===== src/looper_config.svh =====
/*
 * Accumulation block looper configuration
 * Offset width, grid dimensions, id table sizes and systolic array side
 */
`ifndef LOOPER_CONFIG_SVH
`define LOOPER_CONFIG_SVH

// Width of one offset word
`define LOOPER_WORK_BW 16

// Number of grid dimensions, dimension 0 innermost
`define LOOPER_VDIM 2

// Config and instruction table sizes
`define LOOPER_N_ICFG 8
`define LOOPER_N_OCFG 4
`define LOOPER_N_INST 16

// Side of the systolic array
`define LOOPER_N_TAU 4

`endif

===== src/looper_syst_pkg.sv =====
/*
 * Systolic definitions for the accumulation block looper
 * Group size, index, counter and the position type sent on input channels
 */
`default_nettype none
`include "looper_config.svh"

package looper_syst_pkg;

	typedef logic [$clog2(`LOOPER_N_TAU+1)-1:0] syst_gsize_t;
	typedef logic [$clog2(`LOOPER_N_TAU)-1:0] syst_idx_t;

	// Runs from 0 up to twice the group size minus one
	typedef logic [$clog2(`LOOPER_N_TAU):0] syst_cnt_t;

	typedef enum logic [1:0] {
		SYST_NONE  = 2'd0,
		SYST_EDGE  = 2'd1,
		SYST_OUTER = 2'd2,
		SYST_INNER = 2'd3
	} syst_type_t;

endpackage

`default_nettype wire


===== src/looper_grid_pkg.sv =====
/*
 * Grid geometry and channel payload types of the accumulation block looper
 */
`default_nettype none
`include "looper_config.svh"

package looper_grid_pkg;

	typedef logic [`LOOPER_WORK_BW-1:0] ofs_t;
	typedef ofs_t [`LOOPER_VDIM-1:0] ofs_vec_t;

	// Loop level, 0 up to VDIM
	typedef logic [$clog2(`LOOPER_VDIM+1)-1:0] level_t;

	typedef logic [$clog2(`LOOPER_N_ICFG+1)-1:0] icfg_id_t;
	typedef logic [$clog2(`LOOPER_N_OCFG+1)-1:0] ocfg_id_t;
	typedef logic [$clog2(`LOOPER_N_INST+1)-1:0] inst_id_t;

	// One id per loop level
	typedef icfg_id_t [`LOOPER_VDIM:0] icfg_ids_t;
	typedef ocfg_id_t [`LOOPER_VDIM:0] ocfg_ids_t;
	typedef inst_id_t [`LOOPER_VDIM:0] inst_ids_t;

	typedef struct packed {
		ofs_vec_t bofs;
		ofs_vec_t aofs_beg;
		ofs_vec_t aofs_end;
		icfg_id_t id_beg;
		icfg_id_t id_end;
		looper_syst_pkg::syst_type_t syst_type;
	} in_blk_t;

	typedef struct packed {
		ofs_vec_t bofs;
		ofs_vec_t aofs_beg;
		ofs_vec_t aofs_end;
		ocfg_id_t id_beg;
		ocfg_id_t id_end;
	} out_blk_t;

	typedef struct packed {
		ofs_vec_t bofs;
		ofs_vec_t aofs_beg;
		ofs_vec_t aofs_end;
	} alu_blk_t;

endpackage

`default_nettype wire


===== src/accum_block_looper.sv =====
/*
 * Accumulation block looper
 * Walks the accumulation blocks of one loop command and hands each block
 * to the input 0, input 1, output and ALU consumers
 */
`default_nettype none

module accum_block_looper (
	input  wire logic                         i_clk,
	input  wire logic                         i_reset,
	input  wire logic                         i_src_rdy,
	output logic                              o_src_ack,
	input  wire looper_grid_pkg::ofs_vec_t    i_bofs,
	input  wire looper_syst_pkg::syst_gsize_t i_i0_systolic_gsize,
	input  wire looper_syst_pkg::syst_idx_t   i_i0_systolic_idx,
	input  wire looper_syst_pkg::syst_gsize_t i_i1_systolic_gsize,
	input  wire looper_syst_pkg::syst_idx_t   i_i1_systolic_idx,
	input  wire looper_grid_pkg::ofs_vec_t    i_agrid_step,
	input  wire looper_grid_pkg::ofs_vec_t    i_agrid_end,
	input  wire looper_grid_pkg::ofs_vec_t    i_aboundary,
	input  wire looper_grid_pkg::icfg_ids_t   i_i0_id_begs,
	input  wire looper_grid_pkg::icfg_ids_t   i_i0_id_ends,
	input  wire looper_grid_pkg::icfg_ids_t   i_i1_id_begs,
	input  wire looper_grid_pkg::icfg_ids_t   i_i1_id_ends,
	input  wire looper_grid_pkg::ocfg_ids_t   i_o_id_begs,
	input  wire looper_grid_pkg::ocfg_ids_t   i_o_id_ends,
	input  wire looper_grid_pkg::inst_ids_t   i_inst_id_begs,
	input  wire looper_grid_pkg::inst_ids_t   i_inst_id_ends,
	output logic                              o_i0_rdy,
	input  wire logic                         i_i0_ack,
	output looper_grid_pkg::ofs_vec_t         o_i0_bofs,
	output looper_grid_pkg::ofs_vec_t         o_i0_aofs_beg,
	output looper_grid_pkg::ofs_vec_t         o_i0_aofs_end,
	output looper_grid_pkg::icfg_id_t         o_i0_beg,
	output looper_grid_pkg::icfg_id_t         o_i0_end,
	output looper_syst_pkg::syst_type_t       o_i0_syst_type,
	output logic                              o_i1_rdy,
	input  wire logic                         i_i1_ack,
	output looper_grid_pkg::ofs_vec_t         o_i1_bofs,
	output looper_grid_pkg::ofs_vec_t         o_i1_aofs_beg,
	output looper_grid_pkg::ofs_vec_t         o_i1_aofs_end,
	output looper_grid_pkg::icfg_id_t         o_i1_beg,
	output looper_grid_pkg::icfg_id_t         o_i1_end,
	output looper_syst_pkg::syst_type_t       o_i1_syst_type,
	output logic                              o_o_rdy,
	input  wire logic                         i_o_ack,
	output looper_grid_pkg::ofs_vec_t         o_o_bofs,
	output looper_grid_pkg::ofs_vec_t         o_o_aofs_beg,
	output looper_grid_pkg::ofs_vec_t         o_o_aofs_end,
	output looper_grid_pkg::ocfg_id_t         o_o_beg,
	output looper_grid_pkg::ocfg_id_t         o_o_end,
	output logic                              o_alu_rdy,
	input  wire logic                         i_alu_ack,
	output looper_grid_pkg::ofs_vec_t         o_alu_bofs,
	output looper_grid_pkg::ofs_vec_t         o_alu_aofs_beg,
	output looper_grid_pkg::ofs_vec_t         o_alu_aofs_end,
	output logic                              o_blkdone
);
	import looper_grid_pkg::*;

	logic blk_rdy, blk_ack, blk_last, loop_init;
	ofs_vec_t blk_aofs_beg;
	level_t blk_level_beg, blk_level_end;
	logic i0_rdy, i0_ack, i1_rdy, i1_ack, o_rdy, o_ack, alu_rdy, alu_ack;
	in_blk_t i0_blk, i0_q, i1_blk, i1_q;
	out_blk_t o_blk, o_q;
	alu_blk_t alu_blk, alu_q;

	// ========================================================
	// Stepper and dispatcher
	// ========================================================
	grid_stepper u_stepper (
		.i_clk(i_clk), .i_reset(i_reset),
		.i_src_rdy(i_src_rdy), .o_src_ack(o_src_ack),
		.i_agrid_step(i_agrid_step), .i_agrid_end(i_agrid_end),
		.o_blk_rdy(blk_rdy), .i_blk_ack(blk_ack),
		.o_blk_aofs_beg(blk_aofs_beg),
		.o_blk_level_beg(blk_level_beg), .o_blk_level_end(blk_level_end),
		.o_blk_last(blk_last), .o_loop_init(loop_init)
	);

	block_dispatch u_dispatch (
		.i_clk(i_clk), .i_reset(i_reset),
		.i_bofs(i_bofs), .i_aboundary(i_aboundary), .i_agrid_step(i_agrid_step),
		.i_i0_id_begs(i_i0_id_begs), .i_i0_id_ends(i_i0_id_ends),
		.i_i1_id_begs(i_i1_id_begs), .i_i1_id_ends(i_i1_id_ends),
		.i_o_id_begs(i_o_id_begs), .i_o_id_ends(i_o_id_ends),
		.i_inst_id_begs(i_inst_id_begs), .i_inst_id_ends(i_inst_id_ends),
		.i_i0_systolic_gsize(i_i0_systolic_gsize), .i_i0_systolic_idx(i_i0_systolic_idx),
		.i_i1_systolic_gsize(i_i1_systolic_gsize), .i_i1_systolic_idx(i_i1_systolic_idx),
		.i_blk_rdy(blk_rdy), .o_blk_ack(blk_ack), .i_blk_aofs_beg(blk_aofs_beg),
		.i_blk_level_beg(blk_level_beg), .i_blk_level_end(blk_level_end),
		.i_blk_last(blk_last), .i_loop_init(loop_init),
		.o_i0_rdy(i0_rdy), .i_i0_ack(i0_ack), .o_i0_blk(i0_blk),
		.o_i1_rdy(i1_rdy), .i_i1_ack(i1_ack), .o_i1_blk(i1_blk),
		.o_o_rdy(o_rdy), .i_o_ack(o_ack), .o_o_blk(o_blk),
		.o_alu_rdy(alu_rdy), .i_alu_ack(alu_ack), .o_alu_blk(alu_blk),
		.o_blkdone(o_blkdone)
	);

	// ========================================================
	// Output registers, one per consumer
	// ========================================================
	channel_reg #(.PAYLOAD_T(in_blk_t)) u_i0_reg (
		.i_clk(i_clk), .i_reset(i_reset),
		.i_rdy(i0_rdy), .o_ack(i0_ack), .i_payload(i0_blk),
		.o_rdy(o_i0_rdy), .i_ack(i_i0_ack), .o_payload(i0_q)
	);

	channel_reg #(.PAYLOAD_T(in_blk_t)) u_i1_reg (
		.i_clk(i_clk), .i_reset(i_reset),
		.i_rdy(i1_rdy), .o_ack(i1_ack), .i_payload(i1_blk),
		.o_rdy(o_i1_rdy), .i_ack(i_i1_ack), .o_payload(i1_q)
	);

	channel_reg #(.PAYLOAD_T(out_blk_t)) u_o_reg (
		.i_clk(i_clk), .i_reset(i_reset),
		.i_rdy(o_rdy), .o_ack(o_ack), .i_payload(o_blk),
		.o_rdy(o_o_rdy), .i_ack(i_o_ack), .o_payload(o_q)
	);

	channel_reg #(.PAYLOAD_T(alu_blk_t)) u_alu_reg (
		.i_clk(i_clk), .i_reset(i_reset),
		.i_rdy(alu_rdy), .o_ack(alu_ack), .i_payload(alu_blk),
		.o_rdy(o_alu_rdy), .i_ack(i_alu_ack), .o_payload(alu_q)
	);

	// Split the registered payloads into the loose output fields
	assign o_i0_bofs = i0_q.bofs;
	assign o_i0_aofs_beg = i0_q.aofs_beg;
	assign o_i0_aofs_end = i0_q.aofs_end;
	assign o_i0_beg = i0_q.id_beg;
	assign o_i0_end = i0_q.id_end;
	assign o_i0_syst_type = i0_q.syst_type;
	assign o_i1_bofs = i1_q.bofs;
	assign o_i1_aofs_beg = i1_q.aofs_beg;
	assign o_i1_aofs_end = i1_q.aofs_end;
	assign o_i1_beg = i1_q.id_beg;
	assign o_i1_end = i1_q.id_end;
	assign o_i1_syst_type = i1_q.syst_type;
	assign o_o_bofs = o_q.bofs;
	assign o_o_aofs_beg = o_q.aofs_beg;
	assign o_o_aofs_end = o_q.aofs_end;
	assign o_o_beg = o_q.id_beg;
	assign o_o_end = o_q.id_end;
	assign o_alu_bofs = alu_q.bofs;
	assign o_alu_aofs_beg = alu_q.aofs_beg;
	assign o_alu_aofs_end = alu_q.aofs_end;

endmodule

`default_nettype wire


===== src/channel_reg.sv =====
/*
 * Channel register
 * One-entry rdy/ack forwarding stage for any payload type
 */
`default_nettype none

module channel_reg #(
	parameter type PAYLOAD_T = logic
) (
	input  wire logic     i_clk,
	input  wire logic     i_reset,
	input  wire logic     i_rdy,
	output logic          o_ack,
	input  wire PAYLOAD_T i_payload,
	output logic          o_rdy,
	input  wire logic     i_ack,
	output PAYLOAD_T      o_payload
);

	logic full_r;

	// Takes a new entry only while empty
	assign o_ack = i_rdy && !full_r;
	assign o_rdy = full_r;

	always_ff @(posedge i_clk) begin
		if (i_reset)
			full_r <= 1'b0;
		else if (o_ack)
			full_r <= 1'b1;
		else if (i_ack)
			full_r <= 1'b0;
	end

	always_ff @(posedge i_clk) begin
		if (i_reset)
			o_payload <= '0;
		else if (o_ack)
			o_payload <= i_payload;
	end

	a_hold: assert property (@(posedge i_clk) disable iff (i_reset)
		o_rdy && !i_ack |=> o_rdy && $stable(o_payload));

endmodule

`default_nettype wire


===== src/block_dispatch.sv =====
/*
 * Block dispatcher
 * Clamps each block to the boundary, picks the id ranges by loop level,
 * classifies the systolic position and broadcasts to four channels
 */
`default_nettype none
`include "looper_config.svh"

module block_dispatch (
	input  wire logic                         i_clk,
	input  wire logic                         i_reset,
	input  wire looper_grid_pkg::ofs_vec_t    i_bofs,
	input  wire looper_grid_pkg::ofs_vec_t    i_aboundary,
	input  wire looper_grid_pkg::ofs_vec_t    i_agrid_step,
	input  wire looper_grid_pkg::icfg_ids_t   i_i0_id_begs,
	input  wire looper_grid_pkg::icfg_ids_t   i_i0_id_ends,
	input  wire looper_grid_pkg::icfg_ids_t   i_i1_id_begs,
	input  wire looper_grid_pkg::icfg_ids_t   i_i1_id_ends,
	input  wire looper_grid_pkg::ocfg_ids_t   i_o_id_begs,
	input  wire looper_grid_pkg::ocfg_ids_t   i_o_id_ends,
	input  wire looper_grid_pkg::inst_ids_t   i_inst_id_begs,
	input  wire looper_grid_pkg::inst_ids_t   i_inst_id_ends,
	input  wire looper_syst_pkg::syst_gsize_t i_i0_systolic_gsize,
	input  wire looper_syst_pkg::syst_idx_t   i_i0_systolic_idx,
	input  wire looper_syst_pkg::syst_gsize_t i_i1_systolic_gsize,
	input  wire looper_syst_pkg::syst_idx_t   i_i1_systolic_idx,
	input  wire logic                         i_blk_rdy,
	output logic                              o_blk_ack,
	input  wire looper_grid_pkg::ofs_vec_t    i_blk_aofs_beg,
	input  wire looper_grid_pkg::level_t      i_blk_level_beg,
	input  wire looper_grid_pkg::level_t      i_blk_level_end,
	input  wire logic                         i_blk_last,
	input  wire logic                         i_loop_init,
	output logic                              o_i0_rdy,
	input  wire logic                         i_i0_ack,
	output looper_grid_pkg::in_blk_t          o_i0_blk,
	output logic                              o_i1_rdy,
	input  wire logic                         i_i1_ack,
	output looper_grid_pkg::in_blk_t          o_i1_blk,
	output logic                              o_o_rdy,
	input  wire logic                         i_o_ack,
	output looper_grid_pkg::out_blk_t         o_o_blk,
	output logic                              o_alu_rdy,
	input  wire logic                         i_alu_ack,
	output looper_grid_pkg::alu_blk_t         o_alu_blk,
	output logic                              o_blkdone
);
	import looper_grid_pkg::*;
	import looper_syst_pkg::*;

	// Channel order in the vectors below is i0, i1, o, alu
	logic [3:0] done_r;
	logic [3:0] skip;
	logic [3:0] ch_rdy;
	logic [3:0] ch_ack;
	ofs_vec_t aofs_end;
	logic [`LOOPER_WORK_BW:0] end_raw [`LOOPER_VDIM];
	icfg_id_t i0_beg, i0_end, i1_beg, i1_end;
	ocfg_id_t o_beg, o_end;
	inst_id_t alu_beg, alu_end;
	syst_cnt_t cnt_r [2];
	syst_cnt_t cnt_cur [2];
	syst_cnt_t cnt_nxt [2];
	syst_cnt_t bound [2];
	syst_cnt_t idx [2];
	syst_type_t styp [2];

	function automatic syst_type_t classify(input syst_cnt_t cnt, input syst_cnt_t pos,
		input syst_cnt_t lim);
		syst_cnt_t mirror;
		mirror = lim - pos;
		if (cnt == pos || cnt == mirror)
			return SYST_EDGE;
		else if (cnt < pos || cnt > mirror)
			return SYST_OUTER;
		else
			return SYST_INNER;
	endfunction

	// ========================================================
	// Block end clamp and id selection
	// ========================================================
	always_comb begin
		for (int d = 0; d < `LOOPER_VDIM; d++) begin
			end_raw[d] = {1'b0, i_blk_aofs_beg[d]} + {1'b0, i_agrid_step[d]};
			aofs_end[d] = end_raw[d] > {1'b0, i_aboundary[d]} ?
				i_aboundary[d] : end_raw[d][`LOOPER_WORK_BW-1:0];
		end
	end

	assign i0_beg = i_i0_id_begs[i_blk_level_beg];
	assign i0_end = i_i0_id_ends[i_blk_level_end];
	assign i1_beg = i_i1_id_begs[i_blk_level_beg];
	assign i1_end = i_i1_id_ends[i_blk_level_end];
	assign o_beg = i_o_id_begs[i_blk_level_beg];
	assign o_end = i_o_id_ends[i_blk_level_end];
	assign alu_beg = i_inst_id_begs[i_blk_level_beg];
	assign alu_end = i_inst_id_ends[i_blk_level_end];

	// ========================================================
	// Systolic counters, one step per block
	// ========================================================
	assign bound[0] = syst_cnt_t'({i_i0_systolic_gsize, 1'b0} - 1'b1);
	assign bound[1] = syst_cnt_t'({i_i1_systolic_gsize, 1'b0} - 1'b1);
	assign idx[0] = syst_cnt_t'(i_i0_systolic_idx);
	assign idx[1] = syst_cnt_t'(i_i1_systolic_idx);

	always_comb begin
		for (int c = 0; c < 2; c++) begin
			// First block of a loop counts from zero
			cnt_cur[c] = i_loop_init ? '0 : cnt_r[c];
			cnt_nxt[c] = cnt_cur[c] == bound[c] ? '0 : cnt_cur[c] + 1'b1;
			styp[c] = classify(cnt_cur[c], idx[c], bound[c]);
		end
	end

	always_ff @(posedge i_clk) begin
		for (int c = 0; c < 2; c++) begin
			if (i_reset)
				cnt_r[c] <= '0;
			else if (o_blk_ack)
				cnt_r[c] <= cnt_nxt[c];
			else if (i_loop_init)
				cnt_r[c] <= '0;
		end
	end

	// ========================================================
	// Broadcast with per-channel done bits
	// ========================================================
	assign skip = {alu_beg == alu_end, o_beg == o_end, i1_beg == i1_end, i0_beg == i0_end};
	assign ch_rdy = {4{i_blk_rdy}} & ~done_r & ~skip;
	assign ch_ack = {i_alu_ack, i_o_ack, i_i1_ack, i_i0_ack};
	assign {o_alu_rdy, o_o_rdy, o_i1_rdy, o_i0_rdy} = ch_rdy;
	assign o_blk_ack = i_blk_rdy && &(done_r | skip | ch_ack);
	assign o_blkdone = i_blk_last && (i_alu_ack || (skip[3] && o_blk_ack));

	always_ff @(posedge i_clk) begin
		if (i_reset || o_blk_ack)
			done_r <= '0;
		else
			done_r <= done_r | ch_ack;
	end

	assign o_i0_blk = '{bofs: i_bofs, aofs_beg: i_blk_aofs_beg, aofs_end: aofs_end,
		id_beg: i0_beg, id_end: i0_end, syst_type: styp[0]};
	assign o_i1_blk = '{bofs: i_bofs, aofs_beg: i_blk_aofs_beg, aofs_end: aofs_end,
		id_beg: i1_beg, id_end: i1_end, syst_type: styp[1]};
	assign o_o_blk = '{bofs: i_bofs, aofs_beg: i_blk_aofs_beg, aofs_end: aofs_end,
		id_beg: o_beg, id_end: o_end};
	assign o_alu_blk = '{bofs: i_bofs, aofs_beg: i_blk_aofs_beg, aofs_end: aofs_end};

	a_syst_valid: assert property (@(posedge i_clk) disable iff (i_reset)
		(o_i0_rdy -> o_i0_blk.syst_type != SYST_NONE) &&
		(o_i1_rdy -> o_i1_blk.syst_type != SYST_NONE));

	// Channel registers only take a block that is offered
	a_ack_in_rdy: assert property (@(posedge i_clk) disable iff (i_reset)
		(ch_ack & ~ch_rdy) == '0);

endmodule

`default_nettype wire


===== src/grid_stepper.sv =====
/*
 * Grid stepper
 * Takes a loop command and walks the block offsets in row-major order,
 * dimension 0 innermost, reporting the loop levels of every block
 */
`default_nettype none
`include "looper_config.svh"

module grid_stepper (
	input  wire logic                      i_clk,
	input  wire logic                      i_reset,
	input  wire logic                      i_src_rdy,
	output logic                           o_src_ack,
	input  wire looper_grid_pkg::ofs_vec_t i_agrid_step,
	input  wire looper_grid_pkg::ofs_vec_t i_agrid_end,
	output logic                           o_blk_rdy,
	input  wire logic                      i_blk_ack,
	output looper_grid_pkg::ofs_vec_t      o_blk_aofs_beg,
	output looper_grid_pkg::level_t        o_blk_level_beg,
	output looper_grid_pkg::level_t        o_blk_level_end,
	output logic                           o_blk_last,
	output logic                           o_loop_init
);
	import looper_grid_pkg::*;

	logic busy_r;
	logic init_r;
	ofs_vec_t ofs_r;
	ofs_vec_t ofs_nxt;
	logic [`LOOPER_WORK_BW:0] ofs_sum [`LOOPER_VDIM];
	logic [`LOOPER_VDIM-1:0] at_zero;
	logic [`LOOPER_VDIM-1:0] at_last;

	// ========================================================
	// Position flags and loop levels
	// ========================================================
	always_comb begin
		for (int d = 0; d < `LOOPER_VDIM; d++) begin
			ofs_sum[d] = {1'b0, ofs_r[d]} + {1'b0, i_agrid_step[d]};
			at_zero[d] = ofs_r[d] == '0;
			at_last[d] = ofs_sum[d] >= {1'b0, i_agrid_end[d]};
		end
	end

	// Count the innermost dimensions that sit at zero or at their last step
	always_comb begin
		logic run_z;
		logic run_l;
		run_z = 1'b1;
		run_l = 1'b1;
		o_blk_level_beg = '0;
		o_blk_level_end = '0;
		for (int d = 0; d < `LOOPER_VDIM; d++) begin
			run_z = run_z && at_zero[d];
			run_l = run_l && at_last[d];
			if (run_z)
				o_blk_level_beg = o_blk_level_beg + 1'b1;
			if (run_l)
				o_blk_level_end = o_blk_level_end + 1'b1;
		end
	end

	// Next offsets, carrying from dimension 0 outwards
	always_comb begin
		logic carry;
		carry = 1'b1;
		for (int d = 0; d < `LOOPER_VDIM; d++) begin
			ofs_nxt[d] = ofs_r[d];
			if (carry)
				ofs_nxt[d] = at_last[d] ? '0 : ofs_sum[d][`LOOPER_WORK_BW-1:0];
			carry = carry && at_last[d];
		end
	end

	assign o_blk_last = &at_last;
	assign o_blk_rdy = busy_r;
	assign o_blk_aofs_beg = ofs_r;
	assign o_loop_init = init_r;
	assign o_src_ack = busy_r && i_blk_ack && o_blk_last;

	// ========================================================
	// Loop state
	// ========================================================
	always_ff @(posedge i_clk) begin
		if (i_reset) begin
			busy_r <= 1'b0;
			init_r <= 1'b0;
			ofs_r <= '0;
		end else begin
			init_r <= !busy_r && i_src_rdy;
			if (!busy_r && i_src_rdy) begin
				busy_r <= 1'b1;
				ofs_r <= '0;
			end else if (busy_r && i_blk_ack) begin
				ofs_r <= ofs_nxt;
				if (o_blk_last)
					busy_r <= 1'b0;
			end
		end
	end

	// A block holds its offsets until the dispatcher takes it
	a_blk_hold: assert property (@(posedge i_clk) disable iff (i_reset)
		o_blk_rdy && !i_blk_ack |=> o_blk_rdy && $stable(o_blk_aofs_beg));

endmodule

`default_nettype wire


===== config.mk =====
export PLATFORM = sky130hd
export DESIGN_NAME = accum_block_looper
export DESIGN_NICKNAME = d
export VERILOG_FILES = /design/src/looper_syst_pkg.sv /design/src/looper_grid_pkg.sv /design/src/accum_block_looper.sv /design/src/channel_reg.sv /design/src/block_dispatch.sv /design/src/grid_stepper.sv
export VERILOG_INCLUDE_DIRS = /design/src /design/src/src
export SDC_FILE = /design/constraint.sdc
export NUM_CORES = 1
export LEC_CHECK = 0
export ABC_AREA = 0
export BUFFER_PORTS_ARGS = -buffer_cell sky130_fd_sc_hd__buf_2
export CORE_AREA = 2 2 258 260
export DETAILED_ROUTE_END_ITERATION = 7
export DIE_AREA = 0 0 260 262
export PLACE_DENSITY = 0.64
export SLEW_MARGIN = 30
export SYNTH_ARGS = -nofsm -noshare
export SYNTH_HDL_FRONTEND = slang
export SYNTH_SLANG_ARGS = --single-unit

===== constraint.sdc =====
create_clock -name i_clk -period 24.2 [get_ports i_clk]
set_input_delay 4.84 -clock i_clk [delete_from_list [all_inputs] [get_ports i_clk]]
set_output_delay 4.84 -clock i_clk [all_outputs]
set_load 0.01 [all_outputs]

### After elaboration in Yosys (flattened, before gate mapping)

Memory sizes are Yosys's and may differ from the RTL's.
Cells that the tools add are included.

| storage, ports and cells | value |
|---|---|
| register bits after elaboration | 452 |
| bits in latches | 0 |
| RAM bits | 6 |
| ROM bits | 0 |
| word-level logic and storage cells | 175 |
| memories kept | 1 |

| cells by class | value |
|---|---|
| $add $sub $neg | 10 |
| multiply operators | 0 |
| div/mod/pow operators | 0 |
| $lt $le $gt $ge | 10 |
| equal/unequal tests | 10 |
| shift-type cells | 0 |
| multiplexer cells | 56 |
| bitwise operators | 11 |
| reductions and logical operators | 36 |

Memories:

| name | depth | bits a word | read ports | clocked after Yosys merged registers in | write ports | line | text |
|---|---|---|---|---|---|---|---|
| u_dispatch.cnt_r | 2 | 3 | 2 | 0 | 2 | block_dispatch.sv:61 | `syst_cnt_t cnt_r [2];` |

Operators by type and width:

| operator | number |
|---|---|
| $mux 16 | 4 |
| $add 16x16->17 | 2 |
| $ge 17x16->1 | 2 |
| $gt 17x16->1 | 2 |
| $bmux 4 s2 | 4 |
| $logic_not 16->1 | 2 |
| $mux 3 | 10 |
| $mux 1 | 24 |
| $bmux 5 s2 | 2 |
| $mux 4 | 4 |
| $eq 3x3->1 | 5 |
| $bmux 3 s2 | 2 |
| $logic_and 1x1->1 | 12 |
| $or 4x4->4 | 3 |
| $reduce_bool 2->1 | 6 |
| $mux 5 | 2 |
| $and 4x4->4 | 2 |
| $eq 4x4->1 | 2 |
| $mux 2 | 4 |
| $not 4->4 | 2 |
| $add 3x1->3 const B | 2 |
| $eq 3x2->1 | 2 |
| $gt 3x3->1 | 2 |
| $logic_or 1x1->1 | 6 |
| 11 further kinds | 25 |

### Logic depth before layout (Yosys ltp)

| depth | value |
|---|---|
| depth in word-level cells | 19 |
| mapped depth | 28 |
| gate-level depth less buffers | 24 |

### Hierarchy

A second synthesis with hierarchy kept.

| second synthesis, totals | value |
|---|---|
| cells, all modules | 3,212 |
| area total of the unflattened synthesis | 29,829.9 um^2 |

Modules (own cells, without submodules):

| module | instances | cells each | area each (um^2) |
|---|---|---|---|
| channel_reg at u_i0_reg ... | 2 | 487 | 4,994.8 |
| block_dispatch | 1 | 897 | 7,218.2 |
| channel_reg at u_o_reg | 1 | 467 | 4,640.7 |
| channel_reg at u_alu_reg | 1 | 441 | 4,460.5 |
| grid_stepper | 1 | 433 | 3,520.9 |

### Worst setup path after synthesis

Ideal clock, no wire load.

| timing path | value |
|---|---|
| path type | input -> output |
| start | input i_agrid_step[16] in the netlist's numbering |
| end | output o_blkdone |
| arrival | 9,691 ps |
| data required time | 19,360 ps |
| path slack | 9,669 ps |
| cell stages on the path | 25 |
| cells stage by stage | ha_1 fa_1 a211o_1 a2111oi_4 nor3_4 o21a_1 o21ai_0 nand2_1 xor2_1 ha_1 nand3_1 nor4_1 o31ai_1 and4_1 clkbuf_1 o21ai_2 buf_2 mux2i_1 o211a_1 o22ai_1 nor4_1 nor4_2 buf_2 a41o_1 nor2b_1 |

| between the ends | value |
|---|---|
| cells in the longest elaborated chain, start to end | 16 |
| elaborated cells between the ends (all ways) | 30 |
| classes of those cells | add/sub (1); order compare (1); eq/ne (4); mux (9); bitwise (4); reduce/logical (11) |

RTL lines:

| element | line | text |
|---|---|---|
| start, declared | accum_block_looper.sv:18 | `input wire looper_grid_pkg::ofs_vec_t i_agrid_step,` |
| $add 16x16->17 (*) | grid_stepper.sv:39 | `ofs_sum[d] = {1'b0, ofs_r[d]} + {1'b0, i_agrid_step[d]};` |
| $ge 17x16->1 (*) | grid_stepper.sv:41 | `at_last[d] = ofs_sum[d] >= {1'b0, i_agrid_end[d]};` |
| $logic_and 1x1->1 | grid_stepper.sv:55 | `run_l = run_l && at_last[d];` |
| $mux 2 | grid_stepper.sv:58 | `if (run_l)` |
| $bmux 5 s2, or another cell as far along | block_dispatch.sv:98 | `assign alu_end = i_inst_id_ends[i_blk_level_end];` |
| $mux 5 (not written as such), or another cell as far along | block_dispatch.sv:98 |  |
| $eq 5x5->1, or another cell as far along | block_dispatch.sv:131 | `assign skip = {alu_beg == alu_end, o_beg == o_end, i1_beg == i1_end, i0_beg == i0_end};` |
| $not 4->4 | block_dispatch.sv:132 | `assign ch_rdy = {4{i_blk_rdy}} & ~done_r & ~skip;` |
| $and 4x4->4 | block_dispatch.sv:132 |  |
| $logic_and 1x1->1 | channel_reg.sv:23 | `assign o_ack = i_rdy && !full_r;` |
| $or 4x4->4 | block_dispatch.sv:135 | `assign o_blk_ack = i_blk_rdy && &(done_r \| skip \| ch_ack);` |
| $reduce_and 4->1 | block_dispatch.sv:135 |  |
| $logic_and 1x1->1 | block_dispatch.sv:135 |  |
| $logic_and 1x1->1 | block_dispatch.sv:136 | `assign o_blkdone = i_blk_last && (i_alu_ack \|\| (skip[3] && o_blk_ack));` |
| $logic_or 1x1->1 | block_dispatch.sv:136 |  |
| $logic_and 1x1->1 (*) | block_dispatch.sv:136 |  |
| end, declared | accum_block_looper.sv:57 | `output logic o_blkdone` |

Every way passes the cells marked *; elsewhere a longest branch is shown, timed or not. The select of a mux whose other input is x is not followed.

### Worst setup path after layout

| timing path | value |
|---|---|
| start | input i_agrid_step[16] in the netlist's numbering |
| end | output o_src_ack |

| between the ends | value |
|---|---|
| cells in the longest elaborated chain, start to end | 15 |
| elaborated cells between the ends (all ways) | 29 |
| classes of those cells | add/sub (1); order compare (1); eq/ne (4); mux (9); bitwise (4); reduce/logical (10) |

RTL lines:

| element | line | text |
|---|---|---|
| $add 16x16->17 (*) | grid_stepper.sv:39 |  |
| $ge 17x16->1 (*) | grid_stepper.sv:41 |  |
| $logic_and 1x1->1 | grid_stepper.sv:55 |  |
| $mux 2 | grid_stepper.sv:58 |  |
| $bmux 5 s2, or another cell as far along | block_dispatch.sv:98 |  |
| $mux 5 (not written as such), or another cell as far along | block_dispatch.sv:98 |  |
| $eq 5x5->1, or another cell as far along | block_dispatch.sv:131 |  |
| $not 4->4 | block_dispatch.sv:132 |  |
| $and 4x4->4 | block_dispatch.sv:132 |  |
| $logic_and 1x1->1 | channel_reg.sv:23 |  |
| $or 4x4->4 | block_dispatch.sv:135 |  |
| $reduce_and 4->1 | block_dispatch.sv:135 |  |
| $logic_and 1x1->1 | block_dispatch.sv:135 |  |
| $logic_and 1x1->1 | grid_stepper.sv:79 | `assign o_src_ack = busy_r && i_blk_ack && o_blk_last;` |
| $logic_and 1x1->1 (*) | grid_stepper.sv:79 |  |
| end, declared | accum_block_looper.sv:12 | `output logic o_src_ack,` |

Marks and branches as above.

==> out/results.ini <==
[run_status]
status=finished clean

[clocking]
clkTransAtPathRegs_ns=0.06
post-cts-setup-buffers=0
cts_resized=0
cts_tree=built
cts_sinks=458
h-tree-depth=2
holdBufCountCts=0
clk_latency_ns=0.64
cts_buffers=52
cts-root-buf=clkbuf_16
clock_path_buffers=3

[timing]
skew_ns=0.0503
rsz0062_at_grt=no
period_share_pct=69.0
slew_headroom_pct=26.7
finalSetupTns_ns=0
tightest_slew_ns=1.10
clock.fmax_mhz=59.9
finalMaxSlewViolations=0
setup_violations=0
fin_crit_ns=16.69
hold_viol_final=0

[synth]
ys.flop_type=dfxtp_1
seq_area_frac_synth_pct=44.1
synth.avg_cell_area_um2=8.75
synth_cells=2391
synth_fp_nets=2746
ys_async_sr_fraction_pct=0
yosysWarnings=0
synth_edf_count=6
synth_seq_cells=458
ys_types=71
netlist_area_mm2=0.0209

[global_routing]
grt_usage_pct=21.2
grt_overflow=0
grt_pass1_wl_um=110000
grt_max_degree=139
antenna_found_initial=17
grt_pass1_vias=17800

[routing]
dr.pass1.iters=5
routed_wl_um=76800
drtIter0Drc=1174
routed_via_density=4.88
wl_per_cell_um=19.8
ant_nets=0
num_vias=19000
drc=0

[finish]
post-route-util_pct=40.8
fin_nets=3331
area_growth_pct=27.2
instances_no_fill=3887
fill_cells=6679
layout-drive-gt1-share_pct=26.4

[placement]
gp_congestion=0.871
dp_hpwl_um=56600
place_inst=3786
io_buffers=654

[setup_path]
worstPathRequired_ns=19.36
startpoint_type=primary input
crit_type=primary input to output port
crit_fanout=36
crit_chain=buf_2 > ha_1 > fa_1 > a211o_1 > a2111oi_4 > nor3_4 > o21a_1 > o21ai_0 > nand2_1 > xor2_1 > ha_1 > nand3_1 > nor4_1 > o31ai_1 > and4_1 > o21ai_4 > mux2i_1 > mux2i_1 > nand4_1 > o311ai_4 > nand4_4 > nor2_1 > buf_2
crit_slowest_cell=nor4_1
cp.arrival_ns=11.85
max_stage_delay_ns=0.59
cp-end-kind=output port
regToRegSetupSlack_ns=15.88

[floorplan]
core-area_mm2=0.0653
num_rows=94
ioPinCount=657
die_y_um=262
dieArea_mm2=0.0681
start_util_pct=32.1
die_x_um=260

[pwr]
max-vdd-ir-drop_v=0.000121
leakagePower_nw=12.2
power.density_mw_per_mm2=119

[run]
maxCapViolations=0

[hold_path]
hp-class=register to register

[critical path: cells and delay by family]
kind,cells,cell delay (ns)
AOI/OAI and AO/OA,7,2.21
xor gates and xnor gates,1,0.47
adders and majority gates,3,0.87
buffers and inverters,2,0.29
muxes,2,0.63
and+or+nand+nor,8,2.52
[path summary, 6_finish.rpt]
kind | from | endpoint | depth (start not counted)
min | u_i1_reg.o_payload[85]$_SDFFE_PP0P_ | u_i1_reg.o_payload[85]$_SDFFE_PP0P_ | 2
min reg2reg | u_i1_reg.o_payload[85]$_SDFFE_PP0P_ | u_i1_reg.o_payload[85]$_SDFFE_PP0P_ | 2
max reg2reg | u_stepper.o_blk_aofs_beg[16]$_SDFFE_PP0P_ | u_alu_reg.o_payload[53]$_SDFFE_PP0P_ | 24
max | i_agrid_step[16] | o_src_ack | 23
[report_power, final]
part / switching (mW) / total [mW] / internal [mW]
sequential: 0.101 / 1.03 / 0.926
combinational: 0.868 / 1.36 / 0.491
clock: 0.337 / 0.794 / 0.456
[cell usage after synthesis, types with 11 or more instances]
library cell | instances | share of area (%)
nand3_1 | 39 | 0.93
o21ai_0 | 46 | 1.1
clkbuf_1 | 101 | 1.8
xnor2_1 | 29 | 1.2
nor3_1 | 14 | 0.33
nor2b_1 | 18 | 0.54
nor2_1 | 330 | 5.9
inv_1 | 93 | 1.7
mux2i_1 | 208 | 10
a21oi_1 | 201 | 4.8
o21a_1 | 19 | 0.68
dfxtp_1 | 452 | 43
nand2_1 | 350 | 6.3
nor4_1 | 11 | 0.33
nand2b_1 | 13 | 0.39
nand4_1 | 12 | 0.36
buf_2 | 28 | 0.67
mux2_2 | 11 | 0.59
a211oi_1 | 134 | 4.8
ha_1 | 112 | 6.7
a21o_1 | 20 | 0.72
[sequential cells by signal, summed over array words and instances, names as in the netlist]
name,cells
u_stepper.o_blk_aofs_beg,32
u_i1_reg.o_rdy,1
u_dispatch.done_r,4
u_stepper.o_loop_init,1
u_o_reg.o_rdy,1
u_i0_reg.o_payload,106
u_i1_reg.o_payload,106
u_dispatch.cnt_r,6
u_alu_reg.o_payload,96
u_stepper.o_blk_rdy,1
u_i0_reg.o_rdy,1
u_alu_reg.o_rdy,1
u_o_reg.o_payload,102
[stage by stage]
step	total power [mW]	setup slack (ns)	hold slack [ns]	cell area [um^2]
global placement	2.39	7.13	0.436	24900
CTS	3.20	7.17	0.452	26600
finish	3.18	7.51	0.451	26600
detailed placement	2.41	7.18	0.442	24900
floorplan	1.92	9.67	0.464	20900
global route	3.37	6.78	0.462	26600
[cell usage in the layout, fill, tap and decap left out, types with 7 or more instances in the layout]
master	instances
a211oi_1	134
nand2_1	350
mux2i_1	208
buf_4	27
nand4_1	12
nand3_1	39
inv_1	93
nor3b_1	7
mux2_2	11
nor2_1	330
o21a_1	18
a21o_1	20
nor4_1	11
nor3_1	13
clkbuf_16	52
nand2b_1	13
clkbuf_8	11
clkinv_2	7
diode_2	7
ha_1	112
a31oi_1	8
nor2b_1	18
dfxtp_1	452
o21bai_1	7
o21ai_0	45
a21oi_1	200
clkbuf_1	14
buf_2	653
xnor2_1	29
o211ai_1	8
and3_1	7
[logic make-up (layout without fill, tap and decap cells)]
group | count (synthesis) | count (layout) | synth area share [%]
simple gates | 827 | 827 | 16.6
compound gates | 493 | 493 | 15.4
mux | 219 | 219 | 10.5
fa+ha+maj | 114 | 114 | 6.89
xor+xnor | 35 | 35 | 1.47
buf+inv | 245 | 870 | 5.05
flops | 458 | 458 | 44.1
other cells | 0 | 7 | 0
[layout make-up]
| class | instances | area (um^2) | area share, % |
|---|---|---|---|
| clock buffers | 77 | 1510 | 5.65 |
| diodes | 7 | 17.5 | 0.0658 |
| multi-input cells | 1688 | 10700 | 40.2 |
| clock inverters | 17 | 228 | 0.855 |
| inverters | 93 | 349 | 1.31 |
| repair buffers | 683 | 3520 | 13.2 |
| flip-flops and latches | 458 | 9230 | 34.7 |
| well taps | 864 | 1080 | 4.06 |
[per-layer routing]
metal	vias up	GRT usage, %	wire (um)
met5	-	0	100
met4	14	6.86	2140
met3	124	5.03	5360
met2	584	34.6	35700
met1	8821	27.6	33600
li1	9420	-	-
Note: power is estimated with default switching activity, not from simulation.
